<file path="config.mk">
export PLATFORM = sky130hd
export DESIGN_NAME = branch_unit
export DESIGN_NICKNAME = d
export VERILOG_FILES = /design/src/branch_cond_pkg.sv /design/src/branch_map_pkg.sv /design/src/branch_entry.sv /design/src/branch_map_decoder.sv /design/src/branch_select.sv /design/src/branch_unit.sv /design/src/thread_field_store.sv
export VERILOG_INCLUDE_DIRS = /design/src
export SDC_FILE = /design/constraint.sdc
export NUM_CORES = 1
export LEC_CHECK = 0
export BUFFER_PORTS_ARGS = -buffer_cell sky130_fd_sc_hd__buf_4
export CAP_MARGIN = 20
export CORE_MARGIN = 2
export CORE_UTILIZATION = 30
export DETAILED_ROUTE_END_ITERATION = 16
export GPL_TIMING_DRIVEN = 0
export PLACE_DENSITY = 0.49
export SLEW_MARGIN = 0
export SYNTH_ARGS = -nofsm -noshare
export SYNTH_HDL_FRONTEND = slang
export SYNTH_SLANG_ARGS = --single-unit
</file>
<file path="constraint.sdc">
create_clock -name clock -period 5.7 [get_ports clock]
set_input_delay 0.285 -clock clock [delete_from_list [all_inputs] [get_ports clock]]
set_output_delay 0.285 -clock clock [all_outputs]
set_load 0.005 [all_outputs]
</file>
<file path="src/branch_defs.svh">
// Branch unit parameters
`ifndef BRANCH_DEFS_SVH
`define BRANCH_DEFS_SVH

// ----------------------------------------
// Threads and entries
// ----------------------------------------
`define BR_THREAD_COUNT  8          // Hardware threads, issued round-robin.
`define BR_ENTRY_COUNT   4          // Branch entries held for each thread.

// ----------------------------------------
// Widths
// ----------------------------------------
`define BR_PC_WIDTH      10         // Program counter width.
`define BR_ADDR_WIDTH    12         // Data-memory write address width.
`define BR_WORD_WIDTH    16         // Data-memory write word width.

// ----------------------------------------
// Memory map
// ----------------------------------------
// Each window spans BR_ENTRY_COUNT addresses, one per entry.
`define BR_ORIGIN_BASE   12'h100    // Origin PC window.
`define BR_DEST_BASE     12'h104    // Destination PC window.
`define BR_COND_BASE     12'h108    // Condition code window.

// Low bit of each field inside the write word.
`define BR_ORIGIN_OFFSET 0
`define BR_DEST_OFFSET   0
`define BR_COND_OFFSET   0

`endif

</file>
<file path="src/branch_cond_pkg.sv">
// Branch condition types

package branch_cond_pkg;

    // ----------------------------------------
    // Flags
    // ----------------------------------------
    // The first field sits in the most significant bit.
    typedef struct packed {
        logic zero;                 // Result was zero.
        logic negative;             // Result sign bit.
        logic carry;                // Carry out of the adder.
        logic overflow;             // Signed overflow.
    } flags_t;

    // ----------------------------------------
    // Condition codes
    // ----------------------------------------
    typedef enum logic [2:0] {
        COND_NEVER        = 3'd0,   // Never taken.
        COND_ALWAYS       = 3'd1,   // Always taken.
        COND_ZERO         = 3'd2,   // Taken when zero is set.
        COND_NOT_ZERO     = 3'd3,   // Taken when zero is clear.
        COND_NEGATIVE     = 3'd4,   // Taken when negative is set.
        COND_NOT_NEGATIVE = 3'd5,   // Taken when negative is clear.
        COND_CARRY        = 3'd6,   // Taken when carry is set.
        COND_OVERFLOW     = 3'd7    // Taken when overflow is set.
    } cond_t;

    localparam int COND_WIDTH  = $bits(cond_t);    // Condition field width in a write word.
    localparam int FLAGS_WIDTH = $bits(flags_t);   // Flag bus width.

    // A cleared store reads as never, so reset disables every entry.
    localparam cond_t COND_RESET = COND_NEVER;

endpackage

</file>
<file path="src/branch_map_pkg.sv">
// Branch unit memory map types
`include "branch_defs.svh"

package branch_map_pkg;

    // ----------------------------------------
    // Program counter
    // ----------------------------------------
    typedef logic [`BR_PC_WIDTH-1:0] pc_t;                  // Origin and destination PCs.

    // ----------------------------------------
    // Thread and entry indices
    // ----------------------------------------
    localparam int THREAD_IDX_WIDTH = $clog2(`BR_THREAD_COUNT);
    localparam int ENTRY_IDX_WIDTH  = $clog2(`BR_ENTRY_COUNT);

    typedef logic [THREAD_IDX_WIDTH-1:0] thread_t;          // Issuing thread number.
    typedef logic [ENTRY_IDX_WIDTH-1:0]  entry_idx_t;       // Entry within one thread.

    // ----------------------------------------
    // Data-memory write port
    // ----------------------------------------
    typedef logic [`BR_ADDR_WIDTH-1:0] waddr_t;             // Write address.
    typedef logic [`BR_WORD_WIDTH-1:0] wdata_t;             // Write word.

    // The origin and destination fields must fit in the write word.
    localparam int ORIGIN_TOP = `BR_ORIGIN_OFFSET + `BR_PC_WIDTH;
    localparam int DEST_TOP   = `BR_DEST_OFFSET + `BR_PC_WIDTH;

    typedef logic [ORIGIN_TOP-1:0] origin_span_t;           // Word bits up to the origin field.
    typedef logic [DEST_TOP-1:0]   dest_span_t;             // Word bits up to the destination field.

endpackage

</file>
<file path="src/branch_entry.sv">
// Single branch entry
`timescale 1ns/1ps

module branch_entry
    import branch_map_pkg::*, branch_cond_pkg::*;
(
    input  logic    clock,
    input  logic    rst_n,
    input  thread_t current_thread,
    input  logic    origin_we,
    input  logic    dest_we,
    input  logic    cond_we,
    input  pc_t     origin_data,
    input  pc_t     dest_data,
    input  cond_t   cond_data,
    input  pc_t     pc,                     // PC of the issuing thread.
    input  flags_t  flags,                  // Flags of the issuing thread.
    input  logic    io_ready,               // Issuing instruction may proceed.
    output logic    match,
    output pc_t     dest
);

    // ----------------------------------------
    // Field stores
    // ----------------------------------------
    pc_t   origin_q;
    pc_t   dest_q;
    cond_t cond_q;

    thread_field_store #(.payload_t(pc_t)) i_origin_store (
        .clock  (clock),
        .rst_n  (rst_n),
        .we     (origin_we),
        .thread (current_thread),
        .wdata  (origin_data),
        .rdata  (origin_q)
    );

    thread_field_store #(.payload_t(pc_t)) i_dest_store (
        .clock  (clock),
        .rst_n  (rst_n),
        .we     (dest_we),
        .thread (current_thread),
        .wdata  (dest_data),
        .rdata  (dest_q)
    );

    thread_field_store #(.payload_t(cond_t)) i_cond_store (
        .clock  (clock),
        .rst_n  (rst_n),
        .we     (cond_we),
        .thread (current_thread),
        .wdata  (cond_data),
        .rdata  (cond_q)
    );

    // ----------------------------------------
    // Condition and origin compare
    // ----------------------------------------
    logic cond_ok;

    always_comb begin
        cond_ok = 1'b0;
        unique case (cond_q)
            COND_NEVER:        cond_ok = 1'b0;
            COND_ALWAYS:       cond_ok = 1'b1;
            COND_ZERO:         cond_ok = flags.zero;
            COND_NOT_ZERO:     cond_ok = !flags.zero;
            COND_NEGATIVE:     cond_ok = flags.negative;
            COND_NOT_NEGATIVE: cond_ok = !flags.negative;
            COND_CARRY:        cond_ok = flags.carry;
            COND_OVERFLOW:     cond_ok = flags.overflow;
        endcase
    end

    assign match = io_ready && (origin_q == pc) && cond_ok;     // Stalled issue never jumps.
    assign dest  = dest_q;

endmodule

</file>
<file path="src/branch_map_decoder.sv">
// Thread sequencer and write decoder
`timescale 1ns/1ps
`include "branch_defs.svh"

module branch_map_decoder
    import branch_map_pkg::*, branch_cond_pkg::*;
(
    input  logic                       clock,
    input  logic                       rst_n,
    input  logic                       wr_en,
    input  waddr_t                     wr_addr,
    input  wdata_t                     wr_data,
    output thread_t                    current_thread,
    output logic [`BR_ENTRY_COUNT-1:0] origin_we,
    output logic [`BR_ENTRY_COUNT-1:0] dest_we,
    output logic [`BR_ENTRY_COUNT-1:0] cond_we,
    output pc_t                        origin_data,
    output pc_t                        dest_data,
    output cond_t                      cond_data
);

    // ----------------------------------------
    // Thread sequencer
    // ----------------------------------------
    thread_t thread_q;

    always_ff @(posedge clock) begin
        if (!rst_n) begin
            thread_q <= '0;                                     // Thread 0 issues first.
        end else if (thread_q == thread_t'(`BR_THREAD_COUNT - 1)) begin
            thread_q <= '0;
        end else begin
            thread_q <= thread_q + thread_t'(1);
        end
    end

    assign current_thread = thread_q;

    // ----------------------------------------
    // Window decode
    // ----------------------------------------
    function automatic logic [`BR_ENTRY_COUNT-1:0] window_decode(
        input logic   en,
        input waddr_t addr,
        input waddr_t base
    );
        waddr_t                     offset;
        logic [`BR_ENTRY_COUNT-1:0] onehot;
        offset = addr - base;                                   // Entry index within the window.
        onehot = '0;
        if (en && (addr >= base) && (offset < waddr_t'(`BR_ENTRY_COUNT))) begin
            onehot[entry_idx_t'(offset)] = 1'b1;
        end
        return onehot;
    endfunction

    assign origin_we = window_decode(wr_en, wr_addr, `BR_ORIGIN_BASE);
    assign dest_we   = window_decode(wr_en, wr_addr, `BR_DEST_BASE);
    assign cond_we   = window_decode(wr_en, wr_addr, `BR_COND_BASE);

    // ----------------------------------------
    // Field slices
    // ----------------------------------------
    assign origin_data = wr_data[`BR_ORIGIN_OFFSET +: `BR_PC_WIDTH];
    assign dest_data   = wr_data[`BR_DEST_OFFSET +: `BR_PC_WIDTH];
    assign cond_data   = cond_t'(wr_data[`BR_COND_OFFSET +: COND_WIDTH]);

    // ----------------------------------------
    // Checks
    // ----------------------------------------
    // The three windows must not overlap, so one write reaches one field.
    a_one_field_write: assert property (
        @(posedge clock) disable iff (!rst_n)
        $onehot0({origin_we, dest_we, cond_we})
    ) else $error("Write decoded into more than one field.");

endmodule

</file>
<file path="src/branch_select.sv">
// Branch priority select
`timescale 1ns/1ps
`include "branch_defs.svh"

module branch_select
    import branch_map_pkg::*;
(
    input  logic                       clock,
    input  logic                       rst_n,
    input  logic [`BR_ENTRY_COUNT-1:0] match,
    input  pc_t                        dest [`BR_ENTRY_COUNT],
    output logic                       jump,
    output pc_t                        jump_dest
);

    // ----------------------------------------
    // Priority select
    // ----------------------------------------
    pc_t  sel_dest;
    logic any_match;

    // Scanning downward leaves the lowest matching entry in place.
    always_comb begin
        sel_dest = '0;
        for (int i = `BR_ENTRY_COUNT - 1; i >= 0; i--) begin
            if (match[i]) begin
                sel_dest = dest[i];
            end
        end
    end

    assign any_match = |match;

    // ----------------------------------------
    // Output registers
    // ----------------------------------------
    always_ff @(posedge clock) begin
        if (!rst_n) begin
            jump      <= 1'b0;
            jump_dest <= '0;
        end else begin
            jump <= any_match;                      // One cycle after the compare.
            if (any_match) begin
                jump_dest <= sel_dest;              // Held while no entry matches.
            end
        end
    end

    // The destination only moves together with a taken jump.
    a_dest_with_jump: assert property (
        @(posedge clock) disable iff (!rst_n)
        $changed(jump_dest) |-> jump
    ) else $error("Destination changed without a jump.");

endmodule

</file>
<file path="src/branch_unit.sv">
// Multithreaded branch unit
`timescale 1ns/1ps
`include "branch_defs.svh"

module branch_unit
    import branch_map_pkg::*, branch_cond_pkg::*;
(
    input  logic   clock,
    input  logic   rst_n,
    input  pc_t    pc,
    input  flags_t flags,
    input  logic   io_ready,
    input  logic   wr_en,
    input  waddr_t wr_addr,
    input  wdata_t wr_data,
    output logic   jump,
    output pc_t    jump_dest
);

    // ----------------------------------------
    // Decoder
    // ----------------------------------------
    thread_t                    current_thread;
    logic [`BR_ENTRY_COUNT-1:0] origin_we;
    logic [`BR_ENTRY_COUNT-1:0] dest_we;
    logic [`BR_ENTRY_COUNT-1:0] cond_we;
    pc_t                        origin_data;
    pc_t                        dest_data;
    cond_t                      cond_data;

    branch_map_decoder i_decoder (
        .clock          (clock),
        .rst_n          (rst_n),
        .wr_en          (wr_en),
        .wr_addr        (wr_addr),
        .wr_data        (wr_data),
        .current_thread (current_thread),
        .origin_we      (origin_we),
        .dest_we        (dest_we),
        .cond_we        (cond_we),
        .origin_data    (origin_data),
        .dest_data      (dest_data),
        .cond_data      (cond_data)
    );

    // ----------------------------------------
    // Entries
    // ----------------------------------------
    logic [`BR_ENTRY_COUNT-1:0] match;
    pc_t                        dest [`BR_ENTRY_COUNT];

    for (genvar e = 0; e < `BR_ENTRY_COUNT; e++) begin : g_entry
        branch_entry i_entry (
            .clock          (clock),
            .rst_n          (rst_n),
            .current_thread (current_thread),
            .origin_we      (origin_we[e]),
            .dest_we        (dest_we[e]),
            .cond_we        (cond_we[e]),
            .origin_data    (origin_data),
            .dest_data      (dest_data),
            .cond_data      (cond_data),
            .pc             (pc),
            .flags          (flags),
            .io_ready       (io_ready),
            .match          (match[e]),
            .dest           (dest[e])
        );
    end

    // ----------------------------------------
    // Select
    // ----------------------------------------
    branch_select i_select (
        .clock     (clock),
        .rst_n     (rst_n),
        .match     (match),
        .dest      (dest),
        .jump      (jump),
        .jump_dest (jump_dest)
    );

endmodule

</file>
<file path="src/thread_field_store.sv">
// Per-thread field store
`timescale 1ns/1ps
`include "branch_defs.svh"

module thread_field_store
    import branch_map_pkg::*;
#(
    parameter type payload_t = pc_t                 // PC or condition payload.
)
(
    input  logic     clock,
    input  logic     rst_n,
    input  logic     we,                            // Write strobe for this field.
    input  thread_t  thread,                        // Thread copy to read and write.
    input  payload_t wdata,
    output payload_t rdata
);

    // ----------------------------------------
    // Storage
    // ----------------------------------------
    payload_t values [`BR_THREAD_COUNT];            // One value per hardware thread.

    always_ff @(posedge clock) begin
        if (!rst_n) begin
            for (int i = 0; i < `BR_THREAD_COUNT; i++) begin
                values[i] <= payload_t'(0);         // Conditions clear to never.
            end
        end else if (we) begin
            values[thread] <= wdata;                // Lands in the issuing thread's copy.
        end
    end

    // Same-cycle writes are not visible here until the thread issues again.
    assign rdata = values[thread];

    // ----------------------------------------
    // Checks
    // ----------------------------------------
    // The sequencer must never present a thread beyond the store depth.
    a_thread_in_range: assert property (
        @(posedge clock) disable iff (!rst_n)
        !$isunknown(thread) && (int'(thread) < `BR_THREAD_COUNT)
    ) else $error("Thread index %0d outside the store.", thread);

endmodule
</file>
==> metrics.txt <==
# TYPE chip_impl_metric gauge
chip_impl_info{name="run_status",value="complete, but fails checks"} 1
chip_impl_info{name="failed_checks",value="negative setup slack"} 1
chip_impl_metric{name="floorplan.initialDensity",unit="%"} 30.37
chip_impl_metric{name="power.sequential.fraction",unit="%"} 47.3
chip_impl_metric{name="die_w",unit="um"} 344.7
chip_impl_metric{name="switching_component_of_the_power",unit="uW"} 3442
chip_impl_metric{name="maximum_number_of_pins_on_one_net_before_global_route_repair",unit=""} 14
chip_impl_metric{name="hold_viol",unit=""} 0
chip_impl_metric{name="cts_hold_buffers",unit=""} 0
chip_impl_metric{name="synth_sequential_area_ratio",unit="%"} 64.28
chip_impl_metric{name="postCtsSetupRepairBufs",unit=""} 0
chip_impl_metric{name="yosys.area_share.adder",unit="%"} 0.1078
chip_impl_metric{name="part_of_the_power_in_combinational_logic",unit="%"} 10.8
chip_impl_metric{name="final_core_utilization",unit="%"} 35.39
chip_impl_metric{name="cell_internal_pwr",unit="uW"} 9827
chip_impl_metric{name="synth_xor_xnor_area_share",unit="%"} 0.9558
chip_impl_info{name="worstSetupPathType",value="reg -> reg"} 1
chip_impl_metric{name="route.detailed.drc",unit=""} 0
chip_impl_metric{name="groute.usage.overall",unit="%"} 24.06
chip_impl_info{name="min-delay-path-class",value="in -> reg"} 1
chip_impl_info{name="critical_path_start_type",value="register"} 1
chip_impl_metric{name="ys_ff_latch",unit=""} 750
chip_impl_metric{name="areaGrowthSynthToFinish",unit="%"} 16.52
chip_impl_metric{name="setup_viol",unit=""} 11
chip_impl_info{name="clock_tree.root_cell",value="sky130_fd_sc_hd__clkbuf_16"} 1
chip_impl_metric{name="finalWorstSetupSlack",unit="ps"} -122.9
chip_impl_metric{name="multiInputGateArea",unit="um^2"} 11460
chip_impl_metric{name="relSlewSlack",unit="%"} 12.51
chip_impl_metric{name="post_route_cells_drive_above_1_share",unit="%"} 13.31
chip_impl_metric{name="clock_latency_on_the_worst_skew_pair",unit="ps"} 680
chip_impl_info{name="worst_setup_path_endpoint",value="g_entry[0].i_entry.i_cond_store.values[1][0]"} 1
chip_impl_metric{name="drtPass1Iterations",unit=""} 5
chip_impl_metric{name="synthesis.nets",unit=""} 2690
chip_impl_metric{name="synth_cells",unit=""} 2641
chip_impl_metric{name="yosysWarnings",unit=""} 0
chip_impl_metric{name="fillerInstances",unit=""} 11152
chip_impl_info{name="cts_tree",value="yes"} 1
chip_impl_info{name="hp-start",value="rst_n"} 1
chip_impl_info{name="final_cell_mix",value="736 x sky130_fd_sc_hd__edfxtp_1, 647 x sky130_fd_sc_hd__and2_1, 191 x sky130_fd_sc_hd__nor2_1"} 1
chip_impl_metric{name="core_region_area",unit="um^2"} 114700
chip_impl_metric{name="fmaxAchievable",unit="MHz"} 171.7
chip_impl_metric{name="max_cap_violations",unit=""} 0
chip_impl_info{name="rr_startpoint",value="i_decoder.current_thread[1]"} 1
chip_impl_metric{name="timing.critical_path.required",unit="ps"} 6210
chip_impl_metric{name="vias_in_the_first_global_route",unit=""} 24424
chip_impl_metric{name="detailed_place_hpwl",unit="um"} 102700
chip_impl_metric{name="maximum_fanout_along_the_worst_path",unit=""} 10
chip_impl_metric{name="avgViaCountPerCell",unit=""} 5.610
chip_impl_metric{name="final_nets",unit=""} 2896
chip_impl_metric{name="pwr-share-clk",unit="%"} 41.9
chip_impl_metric{name="pin_count",unit=""} 57
chip_impl_metric{name="power_density",unit="nW/um^2"} 327.0
chip_impl_metric{name="cts_buffer_depth",unit=""} 3
chip_impl_metric{name="routed-wl-met2",unit="um"} 65340
chip_impl_metric{name="average_detailed_routed_wire_length_per_instance",unit="um"} 32.63
chip_impl_metric{name="grt_remaining_overflow",unit=""} 0
chip_impl_metric{name="synth-edff-count",unit=""} 736
chip_impl_info{name="mostFrequentLayoutCell",value="sky130_fd_sc_hd__edfxtp_1"} 1
chip_impl_info{name="top_layer_used_by_detailed_routing",value="met5"} 1
chip_impl_metric{name="clk_pin_slew",unit="ps"} 70
chip_impl_metric{name="synth_area",unit="um^2"} 34820
chip_impl_metric{name="worst_ir_drop_vdd",unit="mV"} 0.2323
chip_impl_metric{name="antenna_found_initial",unit=""} 16
chip_impl_metric{name="layout_min_cycle_time",unit="ps"} 5823
chip_impl_metric{name="clock_skew",unit="ps"} 32.52
chip_impl_metric{name="average_instance_area_after_synthesis",unit="um^2"} 13.18
chip_impl_metric{name="post-route-period-util",unit="%"} 102.2
chip_impl_metric{name="synth-compound-area-share",unit="%"} 8.760
chip_impl_metric{name="worst-slew-pin-transition",unit="ps"} 1312
chip_impl_metric{name="swShare",unit="%"} 25.94
chip_impl_metric{name="drt.antenna.violating_nets",unit=""} 0
chip_impl_metric{name="rd_place_congestion",unit=""} 0.9924
chip_impl_metric{name="htree_num_levels",unit=""} 3
chip_impl_metric{name="register_area",unit="um^2"} 22380
chip_impl_metric{name="timing.critical_path.arrival",unit="ps"} 6330
chip_impl_metric{name="p_leak",unit="uW"} 0.01421
chip_impl_metric{name="port_buffers",unit=""} 39
chip_impl_metric{name="wl_met1",unit="um"} 57270
chip_impl_metric{name="amount_of_wire_on_met3_after_detailed_routing",unit="um"} 15430
chip_impl_info{name="largest_family_of_logic_cells_by_synthesized_area",value="simple AND/OR/NAND/NOR gates"} 1
chip_impl_metric{name="post_synth_mux_area_share",unit="%"} 6.529
chip_impl_metric{name="die_height",unit="um"} 344.7
chip_impl_metric{name="cts_resized",unit=""} 0
chip_impl_info{name="timing.rr.end",value="g_entry[0].i_entry.i_cond_store.values[1][0]"} 1
chip_impl_metric{name="depth_of_the_worst_register_to_register_path",unit=""} 10
chip_impl_info{name="critPathLaunch",value="i_decoder.current_thread[1]"} 1
chip_impl_metric{name="total_chip_power",unit="uW"} 13270
chip_impl_info{name="dominantRegCellSynth",value="sky130_fd_sc_hd__edfxtp_1"} 1
chip_impl_metric{name="wl",unit="um"} 144500
chip_impl_metric{name="grt_pass1_wl",unit="um"} 196500
chip_impl_metric{name="num_vias",unit=""} 24845
chip_impl_metric{name="yosys.cell_types.count",unit=""} 82
chip_impl_metric{name="count_of_routing_violations_after_the_opening_detailed_route_iteration",unit=""} 3708
chip_impl_info{name="timing.critical_path.to_type",value="register"} 1
chip_impl_metric{name="fraction_of_the_mapped_netlist_area_in_simple_logic_gates",unit="%"} 16.57
chip_impl_metric{name="tritoncts.num_buffers",unit=""} 86
chip_impl_metric{name="die-area",unit="um^2"} 118800
chip_impl_metric{name="postSynth.asyncResetShare",unit="%"} 0
chip_impl_info{name="setup_repair_after_global_routing_missed_its_margin",value="no"} 1
chip_impl_metric{name="clkSinkCount",unit=""} 750
chip_impl_metric{name="drv_slew",unit=""} 0
chip_impl_metric{name="fp-row-count",unit=""} 124
chip_impl_metric{name="worst-r2r-setup-slack",unit="ps"} -120
-- final cells by class --
class / instances / area share, %
repair buffers: 118 / 2.677
multi-input cells: 1667 / 28.25
diodes: 2 / 0.01234
inverters: 19 / 0.1758
clock buffers: 109 / 5.776
well taps: 1512 / 4.663
clock inverters: 47 / 1.049
plain buffers: 205 / 2.230
flip-flops and latches: 750 / 55.16
-- power by group through the flow --
stage	logic, uW	clock network (uW)	registers (uW)
finish	1430	5560	6270
global route	1450	5770	6290
CTS	1380	5580	6270
detailed placement	1370	0	6390
global placement	1310	0	6390
floorplan	672	0	6370
-- kinds of logic after synthesis --
family                   count (synthesis)
XOR/XNOR                                38
flip-flops                             750
AO/OA/AOI/OAI                          424
buffers and inverters                  224
adder cells (fa/ha/maj)                  3
multiplexers                           181
AND/OR/NAND/NOR                       1021
-- sequential cells by signal (all words and copies together) (netlist names) --
register                               count
g_entry.i_entry.i_dest_store.values      320
i_decoder.current_thread                   3
i_select.jump                              1
g_entry.i_entry.i_cond_store.values       96
g_entry.i_entry.i_origin_store.values    320
i_select.jump_dest                        10
-- synth_stat cells (6+ instances only) --
| cell | n | area share (%) |
|---|---|---|
| sky130_fd_sc_hd__o21ai_0 | 118 | 1.7 |
| sky130_fd_sc_hd__a31oi_1 | 12 | 0.22 |
| sky130_fd_sc_hd__mux2_2 | 38 | 1.2 |
| sky130_fd_sc_hd__dfxtp_1 | 14 | 0.80 |
| sky130_fd_sc_hd__a221o_1 | 6 | 0.17 |
| sky130_fd_sc_hd__nor2b_1 | 6 | 0.11 |
| sky130_fd_sc_hd__a21oi_1 | 15 | 0.22 |
| sky130_fd_sc_hd__nor3_1 | 9 | 0.13 |
| sky130_fd_sc_hd__o22ai_1 | 30 | 0.54 |
| sky130_fd_sc_hd__nand3_1 | 11 | 0.16 |
| sky130_fd_sc_hd__nand2b_1 | 7 | 0.13 |
| sky130_fd_sc_hd__mux2i_1 | 109 | 3.1 |
| sky130_fd_sc_hd__o221ai_1 | 9 | 0.23 |
| sky130_fd_sc_hd__nand4_1 | 15 | 0.27 |
| sky130_fd_sc_hd__xnor2_1 | 27 | 0.68 |
| sky130_fd_sc_hd__a22oi_1 | 78 | 1.7 |
| sky130_fd_sc_hd__and2_1 | 647 | 12 |
| sky130_fd_sc_hd__edfxtp_1 | 736 | 63 |
| sky130_fd_sc_hd__buf_1 | 22 | 0.24 |
| sky130_fd_sc_hd__nor2_1 | 191 | 2.1 |
| sky130_fd_sc_hd__and3_1 | 6 | 0.11 |
| sky130_fd_sc_hd__clkbuf_1 | 135 | 1.5 |
| sky130_fd_sc_hd__buf_4 | 20 | 0.43 |
| sky130_fd_sc_hd__xor2_1 | 11 | 0.28 |
| sky130_fd_sc_hd__nand3b_1 | 8 | 0.17 |
| sky130_fd_sc_hd__mux4_2 | 33 | 2.1 |
| sky130_fd_sc_hd__inv_1 | 15 | 0.16 |
| sky130_fd_sc_hd__o22a_1 | 7 | 0.18 |
| sky130_fd_sc_hd__a22o_1 | 28 | 0.70 |
| sky130_fd_sc_hd__buf_2 | 24 | 0.34 |
| sky130_fd_sc_hd__nand2_1 | 87 | 0.94 |
| sky130_fd_sc_hd__a221oi_1 | 57 | 1.4 |
-- critical path, cell delays in order (launching register included) --
cell and delay, ps:
sky130_fd_sc_hd__dfxtp_1 310, sky130_fd_sc_hd__buf_2 170, sky130_fd_sc_hd__buf_6 170, sky130_fd_sc_hd__buf_6 180, sky130_fd_sc_hd__nand2b_1 580, sky130_fd_sc_hd__nor2_1 1110, sky130_fd_sc_hd__clkbuf_1 840, sky130_fd_sc_hd__buf_1 750
sky130_fd_sc_hd__buf_1 750, sky130_fd_sc_hd__nand2_1 470, sky130_fd_sc_hd__nor2_1 260
-- worst min-delay path by stage --
stage                     cells past startpoint                    end  slack [ps]
after global placement                        2  i_select.jump_dest[5]         450
after floorplan                               2  i_select.jump_dest[5]         440
after global routing                          4  i_select.jump_dest[1]         170
after CTS                                     4  i_select.jump_dest[1]         140
after detailed placement                      2  i_select.jump_dest[5]         450
final                                         4  i_select.jump_dest[4]         180
-- stage by stage --
step	cell area (um^2)	hold WS [ps]	instances	TNS [ps]	worst slack, ps
final	40570	182.2	4429	-505.0	-122.9
after global routing	40570	165.9	4427	0	27.18
after CTS	40460	144.4	4419	0	133.2
after detailed placement	37690	454.2	4263	0	145.2
after global placement	37010	449.3	4192	-13330	-349.3
after floorplan	34820	441.7	2641	0	2640
-- layer usage --
layer | vias up | GRT usage (%)
met5 | - | 0
met4 | 2 | 10.40
met3 | 331 | 5.832
met2 | 1619 | 37.76
met1 | 12729 | 31.67
li1 | 10164 | -
(Power assumes the default switching activity.)
